[config.mk]
export PLATFORM = sky130hd
export DESIGN_NAME = exe_muldiv_top
export DESIGN_NICKNAME = d
export VERILOG_FILES = /design/src/hdl/cpu_defines_pkg.sv /design/src/hdl/muldiv_pkg.sv /design/src/hdl/serial_divider.sv /design/src/hdl/muldiv_unit.sv /design/src/hdl/hilo_regs.sv /design/src/hdl/exe_muldiv_top.sv
export SDC_FILE = /design/constraint.sdc
export NUM_CORES = 2
export LEC_CHECK = 0
export BUFFER_PORTS_ARGS = -buffer_cell sky130_fd_sc_hd__buf_2
export CORE_ASPECT_RATIO = 0.8
export CORE_MARGIN = 4
export CORE_UTILIZATION = 55
export CTS_CLUSTER_SIZE = 24
export DETAILED_ROUTE_END_ITERATION = 10
export GPL_TIMING_DRIVEN = 0
export PLACE_DENSITY = 0.69
export SYNTH_ARGS = -nofsm -noshare
export SYNTH_HDL_FRONTEND = slang
export SYNTH_SLANG_ARGS = --single-unit
[constraint.sdc]
create_clock -name clk -period 16.12 [get_ports clk]
set_input_delay 3.224 -clock clk [delete_from_list [all_inputs] [get_ports clk]]
set_output_delay 3.224 -clock clk [all_outputs]
set_load 0.01 [all_outputs]
[src/hdl/cpu_defines_pkg.sv]
/*
 * Execute-stage vocabulary shared across the pipeline: the data word width
 * and the ALU operation codes that reach the multiply/divide path.
 * Referenced by scoped name from the RTL and the testbench.
 */
package cpu_defines_pkg;

   // datapath width
   localparam int word_width   = 32;
   localparam int alu_op_width = 5;

   // execute operation codes seen by the mul/div block
   localparam logic [alu_op_width-1:0] op_nop   = 5'd0;
   localparam logic [alu_op_width-1:0] op_mult  = 5'd1;  // signed 32x32
   localparam logic [alu_op_width-1:0] op_multu = 5'd2;  // unsigned 32x32
   localparam logic [alu_op_width-1:0] op_div   = 5'd3;  // signed, iterative
   localparam logic [alu_op_width-1:0] op_divu  = 5'd4;  // unsigned, iterative
   localparam logic [alu_op_width-1:0] op_mthi  = 5'd5;  // hi <= rs
   localparam logic [alu_op_width-1:0] op_mtlo  = 5'd6;  // lo <= rs
   localparam logic [alu_op_width-1:0] op_mfhi  = 5'd7;  // rd <= hi
   localparam logic [alu_op_width-1:0] op_mflo  = 5'd8;  // rd <= lo

   /*
    * Codes 9..31 belong to the ALU proper and never reach this block
    * with any effect. The mul/div unit treats them like op_nop.
    */

   // the arithmetic codes are the four multiply and divide ops
   // and the move codes only touch the HI/LO pair

endpackage

[src/hdl/muldiv_pkg.sv]
/*
 * Internals of the multiply/divide block: divider iteration count, the
 * state encoding shared by the divider and its controller, and the 64-bit
 * result word that is seen either whole or as its HI/LO halves.
 */
package muldiv_pkg;

   // one quotient bit per iteration
   localparam int div_iterations  = 32;
   localparam int div_count_width = 6;

   // last count value spent in busy; the final iteration runs in done
   localparam logic [div_count_width-1:0] div_last_busy =
      div_count_width'(div_iterations - 2);

   // state encoding
   localparam int state_width = 2;
   localparam logic [state_width-1:0] div_state_idle = 2'd0;
   localparam logic [state_width-1:0] div_state_busy = 2'd1;
   localparam logic [state_width-1:0] div_state_done = 2'd2;

   /*
    * The product is formed as one 64-bit value, while the divider and the
    * HI/LO writes deal in halves: quotient in lo, remainder in hi.
    */
   typedef union packed {
      logic [2*cpu_defines_pkg::word_width-1:0] whole;
      struct packed {
         logic [cpu_defines_pkg::word_width-1:0] hi;
         logic [cpu_defines_pkg::word_width-1:0] lo;
      } half;
   } muldiv_result_u;

endpackage

[src/hdl/serial_divider.sv]
/*
 * Restoring shift-subtract divider for DIV and DIVU. A start pulse latches
 * the operand magnitudes; one quotient bit is produced per cycle and done
 * pulses after 32 cycles with quotient in lo and remainder in hi.
 */
`timescale 1ns/1ns

module serial_divider (
   input  logic                                     clk,
   input  logic                                     rst,
   input  logic                                     div_start,
   input  logic                                     div_abort,
   input  logic                                     div_signed,
   input  logic [cpu_defines_pkg::word_width-1:0]   dividend,
   input  logic [cpu_defines_pkg::word_width-1:0]   divisor,
   output logic                                     div_done,
   output muldiv_pkg::muldiv_result_u               div_result
);

   logic [muldiv_pkg::state_width-1:0]      state_q;
   logic [muldiv_pkg::div_count_width-1:0]  count_q;
   logic [cpu_defines_pkg::word_width-1:0]  rem_q;     // partial remainder
   logic [cpu_defines_pkg::word_width-1:0]  quo_q;     // dividend bits out, quotient bits in
   logic [cpu_defines_pkg::word_width-1:0]  dvs_q;     // divisor magnitude
   logic                                    q_neg_q;
   logic                                    r_neg_q;

   logic [cpu_defines_pkg::word_width-1:0]  dvd_mag;
   logic [cpu_defines_pkg::word_width-1:0]  dvs_mag;
   logic [cpu_defines_pkg::word_width+1:0]  trial;     // two spare bits for the borrow
   logic [cpu_defines_pkg::word_width-1:0]  rem_next;
   logic [cpu_defines_pkg::word_width-1:0]  quo_next;

   // operand magnitudes, only negated for signed ops
   always_comb begin
      dvd_mag = (div_signed && dividend[cpu_defines_pkg::word_width-1]) ? -dividend : dividend;
      dvs_mag = (div_signed && divisor[cpu_defines_pkg::word_width-1]) ? -divisor : divisor;
   end

   // one restoring step
   always_comb begin
      trial = {1'b0, rem_q, quo_q[cpu_defines_pkg::word_width-1]} - {2'b00, dvs_q};
      if (trial[cpu_defines_pkg::word_width+1]) begin
         // borrow, keep the shifted remainder
         rem_next = {rem_q[cpu_defines_pkg::word_width-2:0],
                     quo_q[cpu_defines_pkg::word_width-1]};
      end else begin
         rem_next = trial[cpu_defines_pkg::word_width-1:0];
      end
      quo_next = {quo_q[cpu_defines_pkg::word_width-2:0], ~trial[cpu_defines_pkg::word_width+1]};
   end

   // last step is taken combinationally in the done cycle
   always_comb begin
      div_result.half.lo = q_neg_q ? -quo_next : quo_next;
      div_result.half.hi = r_neg_q ? -rem_next : rem_next;  // follows dividend sign
   end

   assign div_done = (state_q == muldiv_pkg::div_state_done);

   always_ff @(posedge clk or negedge rst) begin
      if (!rst) begin
         state_q <= muldiv_pkg::div_state_idle;
         count_q <= '0;
         rem_q   <= '0;
         quo_q   <= '0;
         dvs_q   <= '0;
         q_neg_q <= 1'b0;
         r_neg_q <= 1'b0;
      end else begin
         case (state_q)
            muldiv_pkg::div_state_idle: begin
               if (div_start) begin
                  rem_q   <= '0;
                  quo_q   <= dvd_mag;
                  dvs_q   <= dvs_mag;
                  q_neg_q <= div_signed &
                             (dividend[cpu_defines_pkg::word_width-1] ^
                              divisor[cpu_defines_pkg::word_width-1]);
                  r_neg_q <= div_signed & dividend[cpu_defines_pkg::word_width-1];
                  count_q <= '0;
                  state_q <= muldiv_pkg::div_state_busy;
               end
            end
            muldiv_pkg::div_state_busy: begin
               if (div_abort) begin
                  state_q <= muldiv_pkg::div_state_idle;  // flushed mid-divide
               end else begin
                  rem_q   <= rem_next;
                  quo_q   <= quo_next;
                  count_q <= count_q + 1'b1;
                  if (count_q == muldiv_pkg::div_last_busy) begin
                     state_q <= muldiv_pkg::div_state_done;
                  end
               end
            end
            muldiv_pkg::div_state_done: begin
               state_q <= muldiv_pkg::div_state_idle;  // result taken this cycle
            end
            default: begin
               state_q <= muldiv_pkg::div_state_idle;
            end
         endcase
      end
   end

   // the controller must not restart a divide that is still running
   a_start_when_idle: assert property (
      @(posedge clk) disable iff (!rst)
      div_start |-> (state_q == muldiv_pkg::div_state_idle)
   ) else $error("divider started while busy");

   // done lands exactly div_iterations cycles after start unless aborted
   a_done_latency: assert property (
      @(posedge clk) disable iff (!rst)
      div_start ##1 (!div_abort) [*(muldiv_pkg::div_iterations - 1)] |-> ##1 div_done
   ) else $error("divider done pulse out of place");

endmodule

[src/hdl/muldiv_unit.sv]
/*
 * Multiply/divide control for the execute stage. Forms the single-cycle
 * product, sequences the serial divider while holding stall, and issues
 * the HI/LO write requests for MULT, DIV, MTHI and MTLO. Flush kills all.
 */
`timescale 1ns/1ns

module muldiv_unit (
   input  logic                                       clk,
   input  logic                                       rst,
   input  logic [cpu_defines_pkg::alu_op_width-1:0]   alu_op,
   input  logic [cpu_defines_pkg::word_width-1:0]     operand_a,
   input  logic [cpu_defines_pkg::word_width-1:0]     operand_b,
   input  logic                                       flush,
   input  logic                                       div_done,
   input  muldiv_pkg::muldiv_result_u                 div_result,
   output logic                                       div_start,
   output logic                                       div_abort,
   output logic                                       div_signed,
   output logic [cpu_defines_pkg::word_width-1:0]     dividend,
   output logic [cpu_defines_pkg::word_width-1:0]     divisor,
   output logic                                       stall,
   output logic                                       hi_we,
   output logic                                       lo_we,
   output logic [cpu_defines_pkg::word_width-1:0]     hi_wdata,
   output logic [cpu_defines_pkg::word_width-1:0]     lo_wdata
);

   logic                                    is_div_op;
   logic [cpu_defines_pkg::word_width:0]    a_ext;      // 33-bit, sign or zero extended
   logic [cpu_defines_pkg::word_width:0]    b_ext;
   logic [2*cpu_defines_pkg::word_width+1:0] prod_full;
   muldiv_pkg::muldiv_result_u              product;
   logic [muldiv_pkg::state_width-1:0]      state_q;
   logic [muldiv_pkg::state_width-1:0]      state_next;

   assign is_div_op = (alu_op == cpu_defines_pkg::op_div) ||
                      (alu_op == cpu_defines_pkg::op_divu);

   // one signed multiplier covers both flavours
   always_comb begin
      if (alu_op == cpu_defines_pkg::op_mult) begin
         a_ext = {operand_a[cpu_defines_pkg::word_width-1], operand_a};
         b_ext = {operand_b[cpu_defines_pkg::word_width-1], operand_b};
      end else begin
         a_ext = {1'b0, operand_a};
         b_ext = {1'b0, operand_b};
      end
      prod_full     = $signed(a_ext) * $signed(b_ext);
      product.whole = prod_full[2*cpu_defines_pkg::word_width-1:0];
   end

   // divider operands come straight from the held pipeline inputs
   assign div_signed = (alu_op == cpu_defines_pkg::op_div);
   assign dividend   = operand_a;
   assign divisor    = operand_b;

   // divide controller
   always_comb begin
      state_next = state_q;
      div_start  = 1'b0;
      case (state_q)
         muldiv_pkg::div_state_idle: begin
            if (is_div_op && !flush) begin
               div_start  = 1'b1;
               state_next = muldiv_pkg::div_state_busy;
            end
         end
         muldiv_pkg::div_state_busy: begin
            if (flush || div_done) begin
               state_next = muldiv_pkg::div_state_idle;
            end
         end
         default: state_next = muldiv_pkg::div_state_idle;
      endcase
   end

   always_ff @(posedge clk or negedge rst) begin
      if (!rst) begin
         state_q <= muldiv_pkg::div_state_idle;
      end else begin
         state_q <= state_next;
      end
   end

   assign div_abort = flush && (state_q == muldiv_pkg::div_state_busy);

   // hold the pipeline from the start cycle until the done cycle
   assign stall = !flush &&
                  (((state_q == muldiv_pkg::div_state_idle) && is_div_op) ||
                   ((state_q == muldiv_pkg::div_state_busy) && !div_done));

   // HI/LO write request
   always_comb begin
      hi_we    = 1'b0;
      lo_we    = 1'b0;
      hi_wdata = operand_a;  // MTHI/MTLO data
      lo_wdata = operand_a;
      if ((state_q == muldiv_pkg::div_state_busy) && div_done) begin
         hi_we    = 1'b1;
         lo_we    = 1'b1;
         hi_wdata = div_result.half.hi;  // remainder
         lo_wdata = div_result.half.lo;  // quotient
      end else begin
         case (alu_op)
            cpu_defines_pkg::op_mult, cpu_defines_pkg::op_multu: begin
               hi_we    = 1'b1;
               lo_we    = 1'b1;
               hi_wdata = product.half.hi;
               lo_wdata = product.half.lo;
            end
            cpu_defines_pkg::op_mthi: hi_we = 1'b1;
            cpu_defines_pkg::op_mtlo: lo_we = 1'b1;
            cpu_defines_pkg::op_nop:  ;  // nothing to write
            default: ;
         endcase
      end
      if (flush) begin
         hi_we = 1'b0;
         lo_we = 1'b0;
      end
   end

   // a write while the pipeline is held would be lost or doubled
   a_no_write_in_stall: assert property (
      @(posedge clk) disable iff (!rst)
      !(hi_we && stall)
   ) else $error("HI write while stalled");

endmodule

[src/hdl/hilo_regs.sv]
/*
 * Architectural HI/LO register pair. Writes land at the clock edge when
 * enabled; MFHI/MFLO read in the same cycle and see a pending write
 * through the forwarding path.
 */
`timescale 1ns/1ns

module hilo_regs (
   input  logic                                       clk,
   input  logic                                       rst,
   input  logic [cpu_defines_pkg::alu_op_width-1:0]   alu_op,
   input  logic                                       hi_we,
   input  logic                                       lo_we,
   input  logic [cpu_defines_pkg::word_width-1:0]     hi_wdata,
   input  logic [cpu_defines_pkg::word_width-1:0]     lo_wdata,
   output logic [cpu_defines_pkg::word_width-1:0]     hilo_rdata,
   output logic [cpu_defines_pkg::word_width-1:0]     hi,
   output logic [cpu_defines_pkg::word_width-1:0]     lo
);

   muldiv_pkg::muldiv_result_u               hilo_q;
   logic [cpu_defines_pkg::word_width-1:0]   hi_fwd;
   logic [cpu_defines_pkg::word_width-1:0]   lo_fwd;

   always_ff @(posedge clk or negedge rst) begin
      if (!rst) begin
         hilo_q.whole <= '0;
      end else begin
         if (hi_we) begin
            hilo_q.half.hi <= hi_wdata;
         end
         if (lo_we) begin
            hilo_q.half.lo <= lo_wdata;
         end
      end
   end

   assign hi = hilo_q.half.hi;
   assign lo = hilo_q.half.lo;

   // same-cycle write wins over the stored value
   assign hi_fwd = hi_we ? hi_wdata : hilo_q.half.hi;
   assign lo_fwd = lo_we ? lo_wdata : hilo_q.half.lo;

   always_comb begin
      case (alu_op)
         cpu_defines_pkg::op_mfhi: hilo_rdata = hi_fwd;
         cpu_defines_pkg::op_mflo: hilo_rdata = lo_fwd;
         default:                  hilo_rdata = '0;
      endcase
   end

endmodule

[src/hdl/exe_muldiv_top.sv]
/*
 * Execute-stage multiply/divide top: the control unit, its serial divider
 * and the HI/LO registers, wired together for the pipeline.
 */
`timescale 1ns/1ns

module exe_muldiv_top (
   input  logic                                       clk,
   input  logic                                       rst,
   input  logic [cpu_defines_pkg::alu_op_width-1:0]   alu_op,
   input  logic [cpu_defines_pkg::word_width-1:0]     operand_a,
   input  logic [cpu_defines_pkg::word_width-1:0]     operand_b,
   input  logic                                       flush,
   output logic                                       stall,
   output logic [cpu_defines_pkg::word_width-1:0]     hilo_rdata,
   output logic [cpu_defines_pkg::word_width-1:0]     hi,
   output logic [cpu_defines_pkg::word_width-1:0]     lo
);

   logic                                    div_start;
   logic                                    div_abort;
   logic                                    div_signed;
   logic                                    div_done;
   logic [cpu_defines_pkg::word_width-1:0]  dividend;
   logic [cpu_defines_pkg::word_width-1:0]  divisor;
   muldiv_pkg::muldiv_result_u              div_result;
   logic                                    hi_we;
   logic                                    lo_we;
   logic [cpu_defines_pkg::word_width-1:0]  hi_wdata;
   logic [cpu_defines_pkg::word_width-1:0]  lo_wdata;

   muldiv_unit u_muldiv_unit (
      .clk(clk), .rst(rst), .alu_op(alu_op),
      .operand_a(operand_a), .operand_b(operand_b), .flush(flush),
      .div_done(div_done), .div_result(div_result),
      .div_start(div_start), .div_abort(div_abort), .div_signed(div_signed),
      .dividend(dividend), .divisor(divisor), .stall(stall),
      .hi_we(hi_we), .lo_we(lo_we), .hi_wdata(hi_wdata), .lo_wdata(lo_wdata)
   );

   serial_divider u_serial_divider (
      .clk(clk), .rst(rst), .div_start(div_start), .div_abort(div_abort),
      .div_signed(div_signed), .dividend(dividend), .divisor(divisor),
      .div_done(div_done), .div_result(div_result)
   );

   hilo_regs u_hilo_regs (
      .clk(clk), .rst(rst), .alu_op(alu_op),
      .hi_we(hi_we), .lo_we(lo_we), .hi_wdata(hi_wdata), .lo_wdata(lo_wdata),
      .hilo_rdata(hilo_rdata), .hi(hi), .lo(lo)
   );

endmodule

==> results.md <==
- Number of synthesized register bits: 171
- Result of the run: finished, final reports clean
- Multi-input logic area: about 41,000 um^2
- Post-synth top flop: dfrtp_1
- WS Path Type: input port to output pin
- Min Clock Period, post-route: ~16 ns
- Max FO, Critical Path: 10
- DP HPWL: 175 mm
- FF+latch area: around 4300 um^2
- Clock transition at path regs: around 0.06 ns
- Seq/Total Area, Yosys: ~8.3%
- DR WL/cell: 29.2 um
- FF-to-FF setup slack: approximately 8.6 ns
- Vias after detailed routing: 45,314
- Startpoint types: input port
- Vias in the first global route: roughly 45,000
- Post-layout worst setup margin: roughly 0.042 ns
- Starting DRC count in detailed routing: 6,340
- Worst Setup End Kind: output pin
- Root buf cell: clkbuf_16
- FMAX: 0.0622 GHz
- Slew Limit Fails: 0
- Worst min-delay path category: register to register
- Layout cell share with drive strength beyond 1: 6.74%
- Post-synth EDFFs: 0
- Clk_lat worst skew: around 0.50 ns
- # DRC: 0
- Synth Warn #: 0
- Hold Vio Cnt, Final: 0
- Vias per cell: slightly above 6
- Drt pass-1 iters: 10
- Synthesized cell area: 51,300 um^2
- Routed WL: between 200 and 250 mm
- Worst-margin pin slew: approximately 1.2 ns
- Final Cycle Share: between 90% and 100%
- Final cell count without fillers: between 7,000 and 8,000
- Syn nets: around 7,400
- R2R depth: 20
- Clock H-tree levels: 4
- Worst endpoint data arrival time: 12.85 ns
- GPL Wtd Cong: roughly 1.1
- Placed Instances: 7,269
- Relative slew margins: 16.9%
- Dpl ws: -2.86 ns
- Largest net degree at the start of global routing: ~120
- Top area cells in the synthesized netlist: fa_1 44%, inv_1 8.8%, dfrtp_1 8.3%, nand2_1 7.1%, ha_1 6.1%
- Min-Delay Endpoint: u_serial_divider.dvs_q[16]
- Core area: between 90,000 and 100,000 um^2
- Final instance area: 54,900 um^2
- GRT Overall Usage: 44.1%
- IO buf count: about 120
- Hold path startpoint: u_serial_divider.dvs_q[16]
- Syn Area/Cell: just under 9 um^2
- Fill cells: ~8,500
- Clock buffer depth: 3
- Leading area contributor after synthesis: fa_1
- Initial antenna violation count: 23
- Routed Antenna Nets: 0
- CTS buffer count: 25
- IO Pins: approximately 170
- Setup_tns: 0 ns
- RSZ-0062 raised after global routing: false
- WP data required: approximately 13 ns
- TritonCTS Sinks: about 170
- Area share of the largest cell type after synthesis: a little over two fifths
- Unique cell type count in the Yosys netlist: between 80 and 90
- Row cnt: 99
- Die ar.: about 98,000 um^2
- Final #Nets: 7,529
- RR Endpoint: u_hilo_regs.hilo_q[48]
- Layout area overhead: 6.91%
- Total of max-cap violations: 0
- Placed cell area: around 54,000 um^2
- CTS tree: yes
- Reg-to-reg startpoint: u_serial_divider.rem_q[9]
- WHS Path Cells: 2
- Hold-fix buffers, CTS: 0
- FFs w/ async S/R, synth: 100%
- Commonest cells after routing, fill and taps aside: 1,189 x inv_1, 1,118 x fa_1, 973 x nand2_1, 308 x and2_1, 241 x ha_1
- First-pass GRT wire length: about 310 mm
- Total gr overflow: 0
- Final setup violation count: 0
- DIE WIDTH: 350 um
- Clock Skews: 0.0162 ns
- Mapped Cells: just under 6,000
- Starting density of the core: a little under three fifths
- Leading cell type in the layout, fill and taps excluded: inv_1
- DIE HEIGHT: approximately 280 um
layer usage:
layer / vias up / part of all wire (%) / global-route usage, %
met1: 22887 / 38 / 60.5
li1: 18438 / - / -
met4: 14 / 5.8 / 21.4
met3: 601 / 17 / 21.2
met5: - / 0.16 / 1.07
met2: 3374 / 39 / 58.2
cells in the mapped netlist, types with 19 or more instances:
cell type	n
a211oi_1	31
fa_1	1126
o31ai_1	42
buf_1	51
a31oi_1	27
mux2i_1	27
a21o_1	54
dfrtp_1	171
nand3_1	63
o21a_1	19
xnor2_1	124
a22oi_1	30
ha_1	251
or3_1	25
o21ai_0	236
and3_1	39
nor2_1	175
a22o_1	22
clkbuf_1	324
a21oi_1	162
nand2_1	974
xor2_1	85
inv_1	1199
and2_1	309
o211ai_1	35
nor3_1	52
sequential cells by signal, summed over array words and instances, names as in the netlist:
name / cells
u_serial_divider.dvs_q: 32
u_serial_divider.q_neg_q: 1
u_muldiv_unit.state_q: 1
u_serial_divider.quo_q: 32
u_serial_divider.count_q: 6
u_serial_divider.rem_q: 32
u_serial_divider.state_q: 2
u_hilo_regs.hilo_q: 64
u_serial_divider.r_neg_q: 1
what timing repair did:
action                     4_1_cts  5_1_grt
resized for setup               86      215
setup buffers                   13        9
setup endpoints to repair       23       17
pin swaps                        5       11
area by class of cell:
class	instances	area share [%]
clock buffers	28	1.18
plain buffers	362	2.96
repair buffers	149	1.56
flip-flops and latches	171	7.80
inverters	1199	8.24
diodes	30	0.137
multi-input cells	4172	75.3
clock inverters	4	0.0866
well taps	1212	2.76
worst max-delay path, stage by stage:
cell             delay, ns
clkdlybuf4s15_1       0.61
clkbuf_2              0.46
and2_1                0.23
fa_1                  0.49
inv_1                 0.06
fa_1                  0.53
inv_1                 0.05
fa_1                  0.48
fa_1                  0.58
fa_1                  0.45
fa_1                  0.58
inv_1                 0.06
fa_1                  0.47
inv_1                 0.05
fa_1                  0.51
ha_1                  0.37
a21o_1                0.20
a21o_1                0.18
a221oi_2              0.57
o21ai_2               0.29
o41ai_4               0.55
o21a_1                0.27
o211a_1               0.26
xnor2_1               0.15
a221oi_2              0.56
a21oi_2               0.16
a22o_1                0.28
buf_2                 0.14
worst max path at each step:
stage                  startpoint              to  slack (ns)  depth (start not counted)
finish               operand_b[2]  hilo_rdata[23]        0.04                         28
global route        operand_a[16]  hilo_rdata[25]       0.004                         33
CTS                     alu_op[2]  hilo_rdata[25]        0.01                         35
detailed placement      alu_op[0]  hilo_rdata[25]       -2.86                         35
global placement        alu_op[0]  hilo_rdata[25]       -2.76                         35
floorplan               alu_op[0]  hilo_rdata[27]        0.90                         34
cells by family after synthesis:
family,share of synthesized area (%)
compound gates,10.1
xor+xnor,3.57
fa+ha+maj,50.0
buf+inv,11.6
flops,8.33
mux,0.709
simple gates,15.7
metrics by stage:
step / util (%) / hold slack [ns]
2_1_floorplan: - / 0.450
3_3_place_gp: 58.2 / 0.463
3_5_place_dp: 58.3 / 0.470
4_1_cts: 59.4 / 0.483
5_1_grt: 59.7 / 0.500
6_report: 59.7 / 0.480
Power is not shown: default switching activity piles up to over one toggle a cycle in this logic, so the estimate is an artifact.
